$ cat config.mk
export PLATFORM = sky130hd
export DESIGN_NAME = hmem_map_top
export DESIGN_NICKNAME = d
export VERILOG_FILES = /design/src/common/hmem_pkg.sv /design/src/hmem_map/burst_splitter.sv /design/src/hmem_map/rsp_credit_gate.sv /design/src/hmem_map/read_rob.sv /design/src/verilog/host_req_arbiter.sv /design/src/verilog/hmem_map_top.sv
export VERILOG_INCLUDE_DIRS = /design/src /design/src/common
export SDC_FILE = /design/constraint.sdc
export NUM_CORES = 1
export LEC_CHECK = 0
export BUFFER_PORTS_ARGS = -buffer_cell sky130_fd_sc_hd__buf_2
export CORE_AREA = 3 3 310 312
export DETAILED_ROUTE_END_ITERATION = 10
export DIE_AREA = 0 0 313 315
export GPL_TIMING_DRIVEN = 0
export MAX_ROUTING_LAYER = met4
export PLACE_DENSITY = 0.68
export SLEW_MARGIN = 20
export SYNTH_ARGS = -nofsm -noshare
export SYNTH_HDL_FRONTEND = slang
export SYNTH_SLANG_ARGS = --single-unit
$ cat constraint.sdc
create_clock -name clk -period 20.2 [get_ports clk]
set_input_delay 2.02 -clock clk [delete_from_list [all_inputs] [get_ports clk]]
set_output_delay 2.02 -clock clk [all_outputs]
set_load 0.02 [all_outputs]
$ cat src/common/hmem_defs.svh
/*
 * Host memory mapper sizes
 * Line and address widths, burst limits and reorder depth shared by
 * the accelerator side, the host side and the reorder buffer
 */

`ifndef HMEM_DEFS_SVH
`define HMEM_DEFS_SVH

// One cache line of payload
`define HMEM_LINE_BITS 64
// Line address, so no byte offset bits
`define HMEM_ADDR_BITS 16

// Accelerator bursts carry length minus one, up to 16 lines
`define HMEM_AFU_LEN_BITS 4

// Largest host burst, which is also the natural alignment boundary
`define HMEM_HOST_MAX_LINES 4
`define HMEM_HOST_LEN_BITS 2

// Reorder slots and the index that addresses them
`define HMEM_ROB_LINES 16
`define HMEM_ROB_IDX_BITS 4

`define HMEM_ID_BITS 4

`endif

$ cat src/common/hmem_pkg.sv
/*
 * Host memory mapper types
 * Width typedefs and the request, tag and response structs used
 * between the accelerator port, the mapper blocks and the host port
 */

`include "hmem_defs.svh"

package hmem_pkg;

    typedef logic [`HMEM_LINE_BITS-1:0]    line_t;
    typedef logic [`HMEM_ADDR_BITS-1:0]    addr_t;
    typedef logic [`HMEM_AFU_LEN_BITS-1:0] afu_len_t;
    typedef logic [`HMEM_HOST_LEN_BITS-1:0] host_len_t;
    typedef logic [`HMEM_ROB_IDX_BITS-1:0] rob_idx_t;
    typedef logic [`HMEM_ID_BITS-1:0]      id_t;

    // Accelerator read burst, length is lines minus one
    typedef struct packed {
        addr_t    addr;
        afu_len_t len;
        id_t      id;
    } afu_rd_req_t;

    // Accelerator single-line write
    typedef struct packed {
        addr_t addr;
        line_t data;
        id_t   id;
    } afu_wr_req_t;

    // Travels with each host request and comes back on every response line
    typedef struct packed {
        rob_idx_t rob_idx;
        id_t      id;
        logic     afu_last;
    } hmem_tag_t;

    // Both reads and writes use this form on the host request bus
    typedef struct packed {
        logic      is_write;
        addr_t     addr;
        host_len_t len;
        hmem_tag_t tag;
        line_t     data;
    } host_req_t;

    // One host read line, slot is the base slot plus the beat number
    typedef struct packed {
        rob_idx_t  slot;
        hmem_tag_t tag;
        line_t     data;
    } host_rd_rsp_t;

    typedef struct packed {
        id_t   id;
        line_t data;
        logic  last;
    } afu_rd_rsp_t;

    typedef enum logic {
        IDLE,
        ISSUE
    } split_state_t;

endpackage

$ cat src/hmem_map/burst_splitter.sv
/*
 * Burst splitter
 * Breaks an accelerator read burst into host bursts of at most four
 * lines that never cross a four-line boundary
 */

`timescale 1ns/100ps

`include "hmem_defs.svh"

module burst_splitter
(
    input  logic                 clk,
    input  logic                 rst,

    input  hmem_pkg::afu_rd_req_t afu_req,
    input  logic                 afu_req_valid,
    output logic                 afu_req_ready,

    output hmem_pkg::host_req_t  piece,
    output logic                 piece_valid,
    input  logic                 piece_ready
);

    // Line counts run up to 16, one bit wider than the length field
    typedef logic [`HMEM_AFU_LEN_BITS:0] cnt_t;

    hmem_pkg::split_state_t state;

    // Address and count of what is still left after the current piece
    hmem_pkg::addr_t cur_addr;
    cnt_t            lines_left;
    hmem_pkg::id_t   cur_id;

    hmem_pkg::host_req_t piece_r;

    // Source of the next piece, either a fresh burst or the remainder
    hmem_pkg::addr_t src_addr;
    cnt_t            src_left;
    hmem_pkg::id_t   src_id;
    cnt_t            room;
    cnt_t            take;
    logic            load_piece;

    always_comb
    begin
        if (state == hmem_pkg::IDLE)
        begin
            src_addr = afu_req.addr;
            src_left = cnt_t'(afu_req.len) + 1'b1;
            src_id   = afu_req.id;
        end
        else
        begin
            src_addr = cur_addr;
            src_left = lines_left;
            src_id   = cur_id;
        end

        // Lines up to the next alignment boundary
        room = cnt_t'(`HMEM_HOST_MAX_LINES) - cnt_t'(src_addr[`HMEM_HOST_LEN_BITS-1:0]);
        take = (src_left < room) ? src_left : room;
    end

    // A new piece is built when a burst arrives or when the current one is taken
    // and more lines remain
    assign load_piece = ((state == hmem_pkg::IDLE) && afu_req_valid) ||
                        ((state == hmem_pkg::ISSUE) && piece_ready && !piece_r.tag.afu_last);

    always_ff @(posedge clk)
    begin
        if (load_piece)
        begin
            piece_r.is_write     <= 1'b0;
            piece_r.addr         <= src_addr;
            piece_r.len          <= hmem_pkg::host_len_t'(take - 1'b1);
            // The credit gate fills in the slot later
            piece_r.tag.rob_idx  <= '0;
            piece_r.tag.id       <= src_id;
            piece_r.tag.afu_last <= (src_left == take);
            piece_r.data         <= '0;

            cur_addr   <= src_addr + hmem_pkg::addr_t'(take);
            lines_left <= src_left - take;
            cur_id     <= src_id;
        end
    end

    always_ff @(posedge clk)
    begin
        if (rst)
        begin
            state <= hmem_pkg::IDLE;
        end
        else
        begin
            case (state)
                hmem_pkg::IDLE:
                begin
                    if (afu_req_valid)
                    begin
                        state <= hmem_pkg::ISSUE;
                    end
                end
                hmem_pkg::ISSUE:
                begin
                    // Back to idle once the final piece is gone
                    if (piece_ready && piece_r.tag.afu_last)
                    begin
                        state <= hmem_pkg::IDLE;
                    end
                end
                default:
                begin
                    state <= hmem_pkg::IDLE;
                end
            endcase
        end
    end

    assign piece       = piece_r;
    assign piece_valid = (state == hmem_pkg::ISSUE);

    // The accelerator request was held the whole time, retire it with the last piece
    assign afu_req_ready = (state == hmem_pkg::ISSUE) && piece_ready && piece_r.tag.afu_last;

endmodule

$ cat src/hmem_map/rsp_credit_gate.sv
/*
 * Response credit gate
 * Reserves consecutive reorder slots for each host read burst and
 * holds a piece back until enough slots are free
 */

`timescale 1ns/100ps

`include "hmem_defs.svh"

module rsp_credit_gate
(
    input  logic                clk,
    input  logic                rst,

    input  hmem_pkg::host_req_t piece_in,
    input  logic                piece_in_valid,
    output logic                piece_in_ready,

    output hmem_pkg::host_req_t rd_req,
    output logic                rd_req_valid,
    input  logic                rd_req_ready,

    input  logic                rob_release
);

    // Free count spans 0 to 16
    typedef logic [`HMEM_ROB_IDX_BITS:0] cnt_t;

    hmem_pkg::rob_idx_t alloc_ptr;
    cnt_t               free_cnt;
    cnt_t               need;
    cnt_t               spent;
    logic               fits;
    logic               take;

    assign need = cnt_t'(piece_in.len) + 1'b1;
    assign fits = (free_cnt >= need);

    // The host returns lines with no flow control, so a piece only goes out
    // with every one of its slots already reserved
    always_comb
    begin
        rd_req             = piece_in;
        rd_req.tag.rob_idx = alloc_ptr;
    end

    assign rd_req_valid   = piece_in_valid && fits;
    assign piece_in_ready = rd_req_ready && fits;
    assign take           = rd_req_valid && rd_req_ready;

    assign spent = take ? need : '0;

    always_ff @(posedge clk)
    begin
        if (rst)
        begin
            alloc_ptr <= '0;
            free_cnt  <= cnt_t'(`HMEM_ROB_LINES);
        end
        else
        begin
            // Slots are handed out in order and the pointer wraps with the ring
            if (take)
            begin
                alloc_ptr <= alloc_ptr + hmem_pkg::rob_idx_t'(need);
            end
            free_cnt <= free_cnt - spent + cnt_t'(rob_release);
        end
    end

endmodule

$ cat src/hmem_map/read_rob.sv
/*
 * Read reorder buffer
 * Stores host read lines by slot as they arrive in any order and
 * hands them to the accelerator in request order
 */

`timescale 1ns/100ps

`include "hmem_defs.svh"

module read_rob
(
    input  logic                   clk,
    input  logic                   rst,

    input  hmem_pkg::host_rd_rsp_t host_rd_rsp,
    input  logic                   host_rd_rsp_valid,

    output hmem_pkg::afu_rd_rsp_t  afu_rd_rsp,
    output logic                   afu_rd_rsp_valid,
    input  logic                   afu_rd_rsp_ready,

    output logic                   rob_release
);

    // Per slot storage
    hmem_pkg::line_t slot_data [`HMEM_ROB_LINES];
    hmem_pkg::id_t   slot_id   [`HMEM_ROB_LINES];
    logic            slot_last [`HMEM_ROB_LINES];

    // Marks which slots hold a line not yet delivered
    logic [`HMEM_ROB_LINES-1:0] slot_valid;

    // Oldest slot still owed to the accelerator
    hmem_pkg::rob_idx_t head;

    logic deliver;

    // Payload of each slot, written as the host line arrives
    always_ff @(posedge clk)
    begin
        if (host_rd_rsp_valid)
        begin
            slot_data[host_rd_rsp.slot] <= host_rd_rsp.data;
            slot_id[host_rd_rsp.slot]   <= host_rd_rsp.tag.id;
            // The host sets afu_last only on the final line of the burst
            slot_last[host_rd_rsp.slot] <= host_rd_rsp.tag.afu_last;
        end
    end

    assign afu_rd_rsp_valid = slot_valid[head];
    assign afu_rd_rsp.id    = slot_id[head];
    assign afu_rd_rsp.data  = slot_data[head];
    assign afu_rd_rsp.last  = slot_last[head];

    assign deliver     = afu_rd_rsp_valid && afu_rd_rsp_ready;
    assign rob_release = deliver;

    always_ff @(posedge clk)
    begin
        if (rst)
        begin
            slot_valid <= '0;
            head       <= '0;
        end
        else
        begin
            // An arriving line never targets the head while the head is valid,
            // since the credit gate keeps live slots from being reused
            if (host_rd_rsp_valid)
            begin
                slot_valid[host_rd_rsp.slot] <= 1'b1;
            end

            if (deliver)
            begin
                slot_valid[head] <= 1'b0;
                head             <= head + 1'b1;
            end
        end
    end

endmodule

$ cat src/verilog/host_req_arbiter.sv
/*
 * Host request arbiter
 * Round-robin choice between read pieces and single-line writes for
 * the one host request bus
 */

`timescale 1ns/100ps

module host_req_arbiter
(
    input  logic                  clk,
    input  logic                  rst,

    input  hmem_pkg::host_req_t   rd_req,
    input  logic                  rd_req_valid,
    output logic                  rd_req_ready,

    input  hmem_pkg::afu_wr_req_t wr_req,
    input  logic                  wr_req_valid,
    output logic                  wr_req_ready,

    output hmem_pkg::host_req_t   host_req,
    output logic                  host_req_valid,
    input  logic                  host_req_ready
);

    // Set when the read side won the most recent transfer
    logic last_rd;

    logic grant_rd;
    logic grant_wr;

    hmem_pkg::host_req_t wr_form;

    // With both valid the side that did not win last time goes first
    assign grant_rd = rd_req_valid && (!wr_req_valid || !last_rd);
    assign grant_wr = wr_req_valid && !grant_rd;

    always_comb
    begin
        wr_form.is_write     = 1'b1;
        wr_form.addr         = wr_req.addr;
        wr_form.len          = '0;
        wr_form.tag.rob_idx  = '0;
        wr_form.tag.id       = wr_req.id;
        wr_form.tag.afu_last = 1'b0;
        wr_form.data         = wr_req.data;
    end

    assign host_req       = grant_rd ? rd_req : wr_form;
    assign host_req_valid = rd_req_valid || wr_req_valid;

    // The loser never sees ready and keeps its request
    assign rd_req_ready = grant_rd && host_req_ready;
    assign wr_req_ready = grant_wr && host_req_ready;

    always_ff @(posedge clk)
    begin
        if (rst)
        begin
            last_rd <= 1'b0;
        end
        else if (host_req_valid && host_req_ready)
        begin
            last_rd <= grant_rd;
        end
    end

endmodule

$ cat src/verilog/hmem_map_top.sv
/*
 * Host memory mapper
 * Splits, credits, arbitrates and reorders accelerator memory traffic
 * onto a single host memory port
 */

`timescale 1ns/100ps

module hmem_map_top
(
    input  logic                   clk,
    input  logic                   rst,

    // Accelerator side
    input  hmem_pkg::afu_rd_req_t  afu_rd_req,
    input  logic                   afu_rd_req_valid,
    output logic                   afu_rd_req_ready,
    input  hmem_pkg::afu_wr_req_t  afu_wr_req,
    input  logic                   afu_wr_req_valid,
    output logic                   afu_wr_req_ready,
    output hmem_pkg::afu_rd_rsp_t  afu_rd_rsp,
    output logic                   afu_rd_rsp_valid,
    input  logic                   afu_rd_rsp_ready,
    output hmem_pkg::id_t          afu_wr_ack,
    output logic                   afu_wr_ack_valid,

    // Host side
    output hmem_pkg::host_req_t    host_req,
    output logic                   host_req_valid,
    input  logic                   host_req_ready,
    input  hmem_pkg::host_rd_rsp_t host_rd_rsp,
    input  logic                   host_rd_rsp_valid,
    input  hmem_pkg::id_t          host_wr_ack,
    input  logic                   host_wr_ack_valid
);

    // Aligned pieces from the splitter, before slots are stamped
    hmem_pkg::host_req_t piece;
    logic                piece_valid;
    logic                piece_ready;

    // Credited read requests toward the arbiter
    hmem_pkg::host_req_t rd_req;
    logic                rd_req_valid;
    logic                rd_req_ready;

    logic rob_release;

    burst_splitter u_splitter
    (
        .clk           (clk),
        .rst           (rst),
        .afu_req       (afu_rd_req),
        .afu_req_valid (afu_rd_req_valid),
        .afu_req_ready (afu_rd_req_ready),
        .piece         (piece),
        .piece_valid   (piece_valid),
        .piece_ready   (piece_ready)
    );

    rsp_credit_gate u_credit
    (
        .clk            (clk),
        .rst            (rst),
        .piece_in       (piece),
        .piece_in_valid (piece_valid),
        .piece_in_ready (piece_ready),
        .rd_req         (rd_req),
        .rd_req_valid   (rd_req_valid),
        .rd_req_ready   (rd_req_ready),
        .rob_release    (rob_release)
    );

    host_req_arbiter u_arb
    (
        .clk            (clk),
        .rst            (rst),
        .rd_req         (rd_req),
        .rd_req_valid   (rd_req_valid),
        .rd_req_ready   (rd_req_ready),
        .wr_req         (afu_wr_req),
        .wr_req_valid   (afu_wr_req_valid),
        .wr_req_ready   (afu_wr_req_ready),
        .host_req       (host_req),
        .host_req_valid (host_req_valid),
        .host_req_ready (host_req_ready)
    );

    read_rob u_rob
    (
        .clk               (clk),
        .rst               (rst),
        .host_rd_rsp       (host_rd_rsp),
        .host_rd_rsp_valid (host_rd_rsp_valid),
        .afu_rd_rsp        (afu_rd_rsp),
        .afu_rd_rsp_valid  (afu_rd_rsp_valid),
        .afu_rd_rsp_ready  (afu_rd_rsp_ready),
        .rob_release       (rob_release)
    );

    // Write acks need no ordering and go straight back
    assign afu_wr_ack       = host_wr_ack;
    assign afu_wr_ack_valid = host_wr_ack_valid;

endmodule

==> flow_summary.yaml, run 1 <==
status:
  outcome: "complete, no violations"
timing:
  rsz0062_at_grt: "false"
  hold_viol_final: 0
  report.final.slew_viol_count: 0
  max_freq_mhz: 166
  period_minus_slack_ns: 6.04
  fin_worst_skew_ns: 0.0113
  setup_ws_ns: 14.16
  setup_viol: 0
  fin_tns_setup_ns: 0
  final.period_utilization: 0.299
  worstMarginPinSlew_ns: 1.03
  slew_headroom: 0.311
setup_path:
  worstSetupEndpointType: "output port"
  r2r-start: "u_splitter.piece_valid$_SDFF_PP0_"
  critPathMaxStageDelay_ns: 0.77
  crit_path_frequent_cell: "clkbuf_1"
  reg2regPathDepth: 18
  cp_slowest_cell: "clkbuf_1"
  rr_endpoint: "u_splitter.cur_addr[14]$_DFFE_PN_"
  crit_required_ns: 18.18
  cp-endpoint: "afu_rd_rsp[66]"
  crit_fanout: 10
  worstSetupStartpointType: "flip-flop"
  worst-setup-path-type: "flip-flop to output port"
  r2r_slack_ns: 14.82
  crit_arrival_ns: 4.02
  crit_chain: "clkbuf_1 > clkbuf_1 > clkbuf_1 > mux4_2 > mux4_2 > buf_2"
grt:
  grt_pass1_wl_um: 166000
  grt_max_degree: 23
  antenna_found_initial: 16
  grt_pass1_vias: 24378
  grt_usage: 0.238
  grt.overflow.total: 0
power:
  leakage_nw: 17.9
  peakVddDrop_mv: 0.0745
  p_per_area_nw_per_um2: 94.5
final_layout:
  fillers: 6662
  instances_no_fill: 3966
  drive_above_1_share: 0.400
  layout_common_cells: "edfxtp_1 (1148), buf_2 (387), mux4_2 (351)"
  nets: 2843
  final_common_cell: "edfxtp_1"
  multi_input_area_sq_um: 10900
  regArea_sq_um: 35200
  syn_to_final_growth_pct: 18.5
synth:
  synth_area_per_cell_sq_um: 22.9
  netlist_area_sq_um: 46600
  synthFlopType: "edfxtp_1"
  synth_enable_flop_cells: 1148
  synth_cell_types: 57
  yosys-top-cells-area: "edfxtp_1 (74%), mux4_2 (17%), dfxtp_1 (1.5%), mux2_2 (0.99%), and2_1 (0.98%)"
  async_reset_ff_frac: 0
  synth_seq_cells: 1183
  yosysTopAreaCellShare: 0.741
  yosysWarningCount: 0
  yosysSeqAreaShare: 0.756
  synth_top_cell_by_area: "edfxtp_1"
  syn_inst: 2037
place:
  place_ws_ns: 14.15
  dp_hpwl_um: 74700
  gp_congestion: 0.843
  io_buffers: 357
  dp_cells: 3748
floorplan:
  initial_core_util: 0.499
  core_area_sq_um: 93300
  io_pins: 367
  die_w_um: 313
  die_height_um: 315
  dieArea_sq_um: 98600
  row_count: 112
detailed_routing:
  drt_iter0_drc: 2471
  routed_wl_um: 112000
  dr.pass1.iters: 5
  drt-wirelength-per-cell_um: 28.4
  num_vias: 23376
  drc: 0
  viasPerCell: 5.89
  antenna_left: 0
clock_network:
  post_cts_resize_count: 0
  htreeDepth: 3
  insertion_delay_ns: 0.67
  path_clk_slew_ns: 0.06
  cts_root_buf: "clkbuf_16"
  cts_inserted_buffers: 114
  cts_setup_buffers: 0
  cts_tree: "yes"
  ctsHoldBuffers: 0
  cts_buffer_depth: 3
  cts_sinks: 1183
min_path:
  hold_class: "flip-flop to flip-flop"
flow_run:
  cap_violations: 0
## registers in the layout, indices dropped and copies added (netlist names), named ones only
register	cells
u_rob.slot_valid	16
u_credit.free_cnt	5
u_rob.slot_last	16
u_arb.last_rd	1
u_splitter.piece_valid	1
u_splitter.lines_left	5
u_splitter.cur_addr	16
u_splitter.cur_id	4
u_rob.slot_id	64
u_credit.alloc_ptr	4
u_splitter.piece	19
u_rob.slot_data	1024
u_rob.head	4
## layout make-up
class / count / area share
clock buffers: 150 / 0.0553
flip-flops and latches: 1183 / 0.638
inverters: 30 / 0.00204
repair buffers: 456 / 0.0607
diodes: 9 / 0.000408
multi-input cells: 720 / 0.197
plain buffers: 105 / 0.00991
clock inverters: 59 / 0.00878
well taps: 1254 / 0.0284
## kinds of logic (layout without fill, tap and decap cells)
group	count (synthesis)	count (layout)	synth area share
and+or+nand+nor	180	180	0.0208
xor gates and xnor gates	22	22	0.00414
muxes	409	409	0.183
other	1	11	0.0000806
DFF	1183	1183	0.756
adders and majority gates	36	36	0.0103
buffers and inverters	135	800	0.0140
AOI/OAI and AO/OA	71	71	0.0117
## cells in the mapped netlist, drive strengths merged, types with 2 or more instances
library cell  number
nand2             21
xnor2             16
nor2              45
xor2               6
and2              73
o21ai              8
mux2              41
nor2b              7
a211oi             8
nand2b             7
o21a               3
edfxtp          1148
and3b              2
nor3               5
fa                 4
clkbuf            50
dfxtp             35
a22oi              2
inv               30
mux4             351
nand4              2
and3               2
ha                32
o31a               2
nor3b              2
nand3              6
mux2i             17
buf               55
nand3b             4
or3b               2
a21o               8
o22ai              2
a311oi            13
a21oi             15
## stage by stage
step                total power [mW]  hold slack (ns)  instance area [sq um]  utilization
floorplan                       3.09            0.454                  46600            -
global placement                3.22            0.472                  49900        0.535
detailed placement              3.24            0.474                  51600        0.553
CTS                             5.25            0.483                  55100        0.591
global route                    5.39            0.537                  55200        0.591
finish                          5.21            0.484                  55200        0.591
## per-layer routing
layer,GRT usage,wire (um)
met2,0.382,56400
met5,-,0
met3,0.0460,8660
met4,0.0481,2260
met1,0.323,45100
## critical path: cells and delay by family, from the launching register on
family | cells | cell delay [ns]
buf+inv | 4 | 2.03
mux | 2 | 0.98
flops | 1 | 0.31
## worst min path at each step
stage / start / endpoint / slack (ns) / depth (start not counted)
floorplan: u_credit.alloc_ptr[3]$_SDFFE_PP0N_ / u_credit.alloc_ptr[3]$_SDFFE_PP0N_ / 0.45 / 2
global placement: u_credit.alloc_ptr[3]$_SDFFE_PP0N_ / u_credit.alloc_ptr[3]$_SDFFE_PP0N_ / 0.47 / 2
detailed placement: u_credit.alloc_ptr[3]$_SDFFE_PP0N_ / u_credit.alloc_ptr[3]$_SDFFE_PP0N_ / 0.47 / 2
CTS: u_credit.alloc_ptr[3]$_SDFFE_PP0N_ / u_credit.alloc_ptr[3]$_SDFFE_PP0N_ / 0.48 / 2
global route: u_credit.alloc_ptr[3]$_SDFFE_PP0N_ / u_credit.alloc_ptr[3]$_SDFFE_PP0N_ / 0.54 / 2
finish: u_credit.alloc_ptr[3]$_SDFFE_PP0N_ / u_credit.alloc_ptr[3]$_SDFFE_PP0N_ / 0.48 / 2
## where the power goes
group / internal (mW) / switching, mW
Clock: 1.16 / 0.869
Combinational: 0.163 / 0.232
Sequential: 2.77 / 0.0209
Power figures use the tool's default switching activity.
==> inputs of run 2 (changes only) <==
PLACE_DENSITY = 0.71   (was 0.68)
clock period = 5.3 ns   (was 20.2 ns; I/O delays follow)
==> run 2 against run 1 <==
Net effect:
- clock-buffer cell count fell by 9
- clock skew rose by 0.0052 ns
- sequential cell count did not move
- first-iteration DRC count rose by 6.2%
- routed wire length rose by 2.2%
- register-to-register slack got worse by 14 ns
- die area did not move
- global-route usage rose by 0.59 points
- sequential share of layout area fell by 0.63 points
- critical path type unchanged
==> flow_summary.yaml, run 2 (synthesized netlist as in run 1, its figures left out) <==
status:
  outcome: "complete, no violations"
floorplan:
  die_w_um: 313
  row_count: 112
  io_pins: 367
  core_area_sq_um: 93300
  dieArea_sq_um: 98600
  die_height_um: 315
  initial_core_util: 0.499
setup_path:
  crit_required_ns: 4.77
  worst-setup-path-type: "flip-flop to output port"
  worstSetupEndpointType: "output port"
  crit_arrival_ns: 4.33
  crit_fanout: 10
  worstSetupStartpointType: "flip-flop"
detailed_routing:
  viasPerCell: 5.98
  drt-wirelength-per-cell_um: 29.0
  drc: 0
  routed_wl_um: 115000
  drt_iter0_drc: 2624
  dr.pass1.iters: 5
  antenna_left: 0
  num_vias: 23682
grt:
  grt_usage: 0.243
  grt_pass1_wl_um: 169000
  grt.overflow.total: 0
  grt_pass1_vias: 24574
  antenna_found_initial: 19
  grt_max_degree: 24
final_layout:
  layout_common_cells: "edfxtp_1 (1148), buf_2 (387), mux4_2 (351)"
  syn_to_final_growth_pct: 19.7
  drive_above_1_share: 0.397
  largest_reg_flops: 1024
  fillers: 6462
  regMostFlops: "u_rob.slot_data"
  design_area_sq_um: 55700
  instances_no_fill: 3959
  fin_util: 0.597
  nets: 2828
  final_common_cell: "edfxtp_1"
clock_network:
  cts_root_buf: "clkbuf_16"
  insertion_delay_ns: 0.67
  cts_tree: "yes"
  cts_sinks: 1183
  cts_inserted_buffers: 113
  post_cts_resize_count: 0
  cts_buffer_depth: 3
  path_clk_slew_ns: 0.06
  htreeDepth: 3
  cts_setup_buffers: 0
  ctsHoldBuffers: 0
timing:
  hold_viol_final: 0
  fin_worst_skew_ns: 0.0165
  setup_viol: 0
  worstMarginPinSlew_ns: 1.05
  slew_headroom: 0.301
  rsz0062_at_grt: "false"
  period_minus_slack_ns: 4.86
  fin_hold_ws_ns: 0.0932
  max_freq_mhz: 206
  fin_tns_setup_ns: 0
  report.final.slew_viol_count: 0
  final.period_utilization: 0.917
place:
  placed_area_sq_um: 52000
  dp_hpwl_um: 75400
  gp_congestion: 0.862
  dp_cells: 3735
  io_buffers: 357
power:
  leakage_nw: 18.1
  p_per_area_nw_per_um2: 363
  peakVddDrop_mv: 0.294
flow_run:
  cap_violations: 0
min_path:
  hold_class: "primary input to flip-flop"
[run 2: critical path: stages (launching register included)]
cell and delay (ns):
dfxtp_1 0.31, clkbuf_1 0.49, clkbuf_1 0.78, clkbuf_1 0.84, mux4_2 0.46, mux4_2 0.57, buf_2 0.20
[run 2: final timing paths]
path                            slack, ns  depth (start not counted)                                 end                                from
worst min-delay path                 0.09                          2     u_credit.free_cnt[0]$_SDFF_PP0_                                 rst
worst min register to register       0.51                          2  u_credit.alloc_ptr[3]$_SDFFE_PP0N_  u_credit.alloc_ptr[3]$_SDFFE_PP0N_
worst max register to register       0.46                         17    u_splitter.cur_addr[8]$_DFFE_PN_   u_splitter.piece_valid$_SDFF_PP0_
worst max-delay path                 0.44                          6                      afu_rd_rsp[31]                           flip-flop
[run 2: routing by layer]
layer  global-route usage  vias to the layer above  part of all wire
li1                     -                     9748                 -
met4               0.0602                        0             0.023
met3               0.0484                      175             0.088
met1                0.325                    12513              0.39
met5                    -                        -                 0
met2                0.391                     1246              0.50
[run 2: metrics by stage]
step	power, mW	worst slack [ns]
4_1_cts	20.3	0.430
3_3_place_gp	12.2	-3.27
6_report	20.2	0.440
2_1_floorplan	11.8	0.810
5_1_grt	20.8	0.172
3_5_place_dp	12.4	-0.0863
[run 2: power by group]
group,internal (mW),switching [mW]
sequential,10.6,0.0854
clock,4.62,3.41
combinational,0.632,0.891
total,15.8,4.39
[run 2: layout make-up]
type | instances | area [sq um] | share of cell area
clock inverter | 70 | 793 | 0.0142
clock buffer | 141 | 2930 | 0.0526
buffer | 104 | 542 | 0.00972
inverter | 30 | 113 | 0.00202
antenna | 14 | 35.0 | 0.000629
timing repair buffer | 443 | 3680 | 0.0660
multi-input combinational | 720 | 10900 | 0.195
tap | 1254 | 1570 | 0.0282
sequential | 1183 | 35200 | 0.631
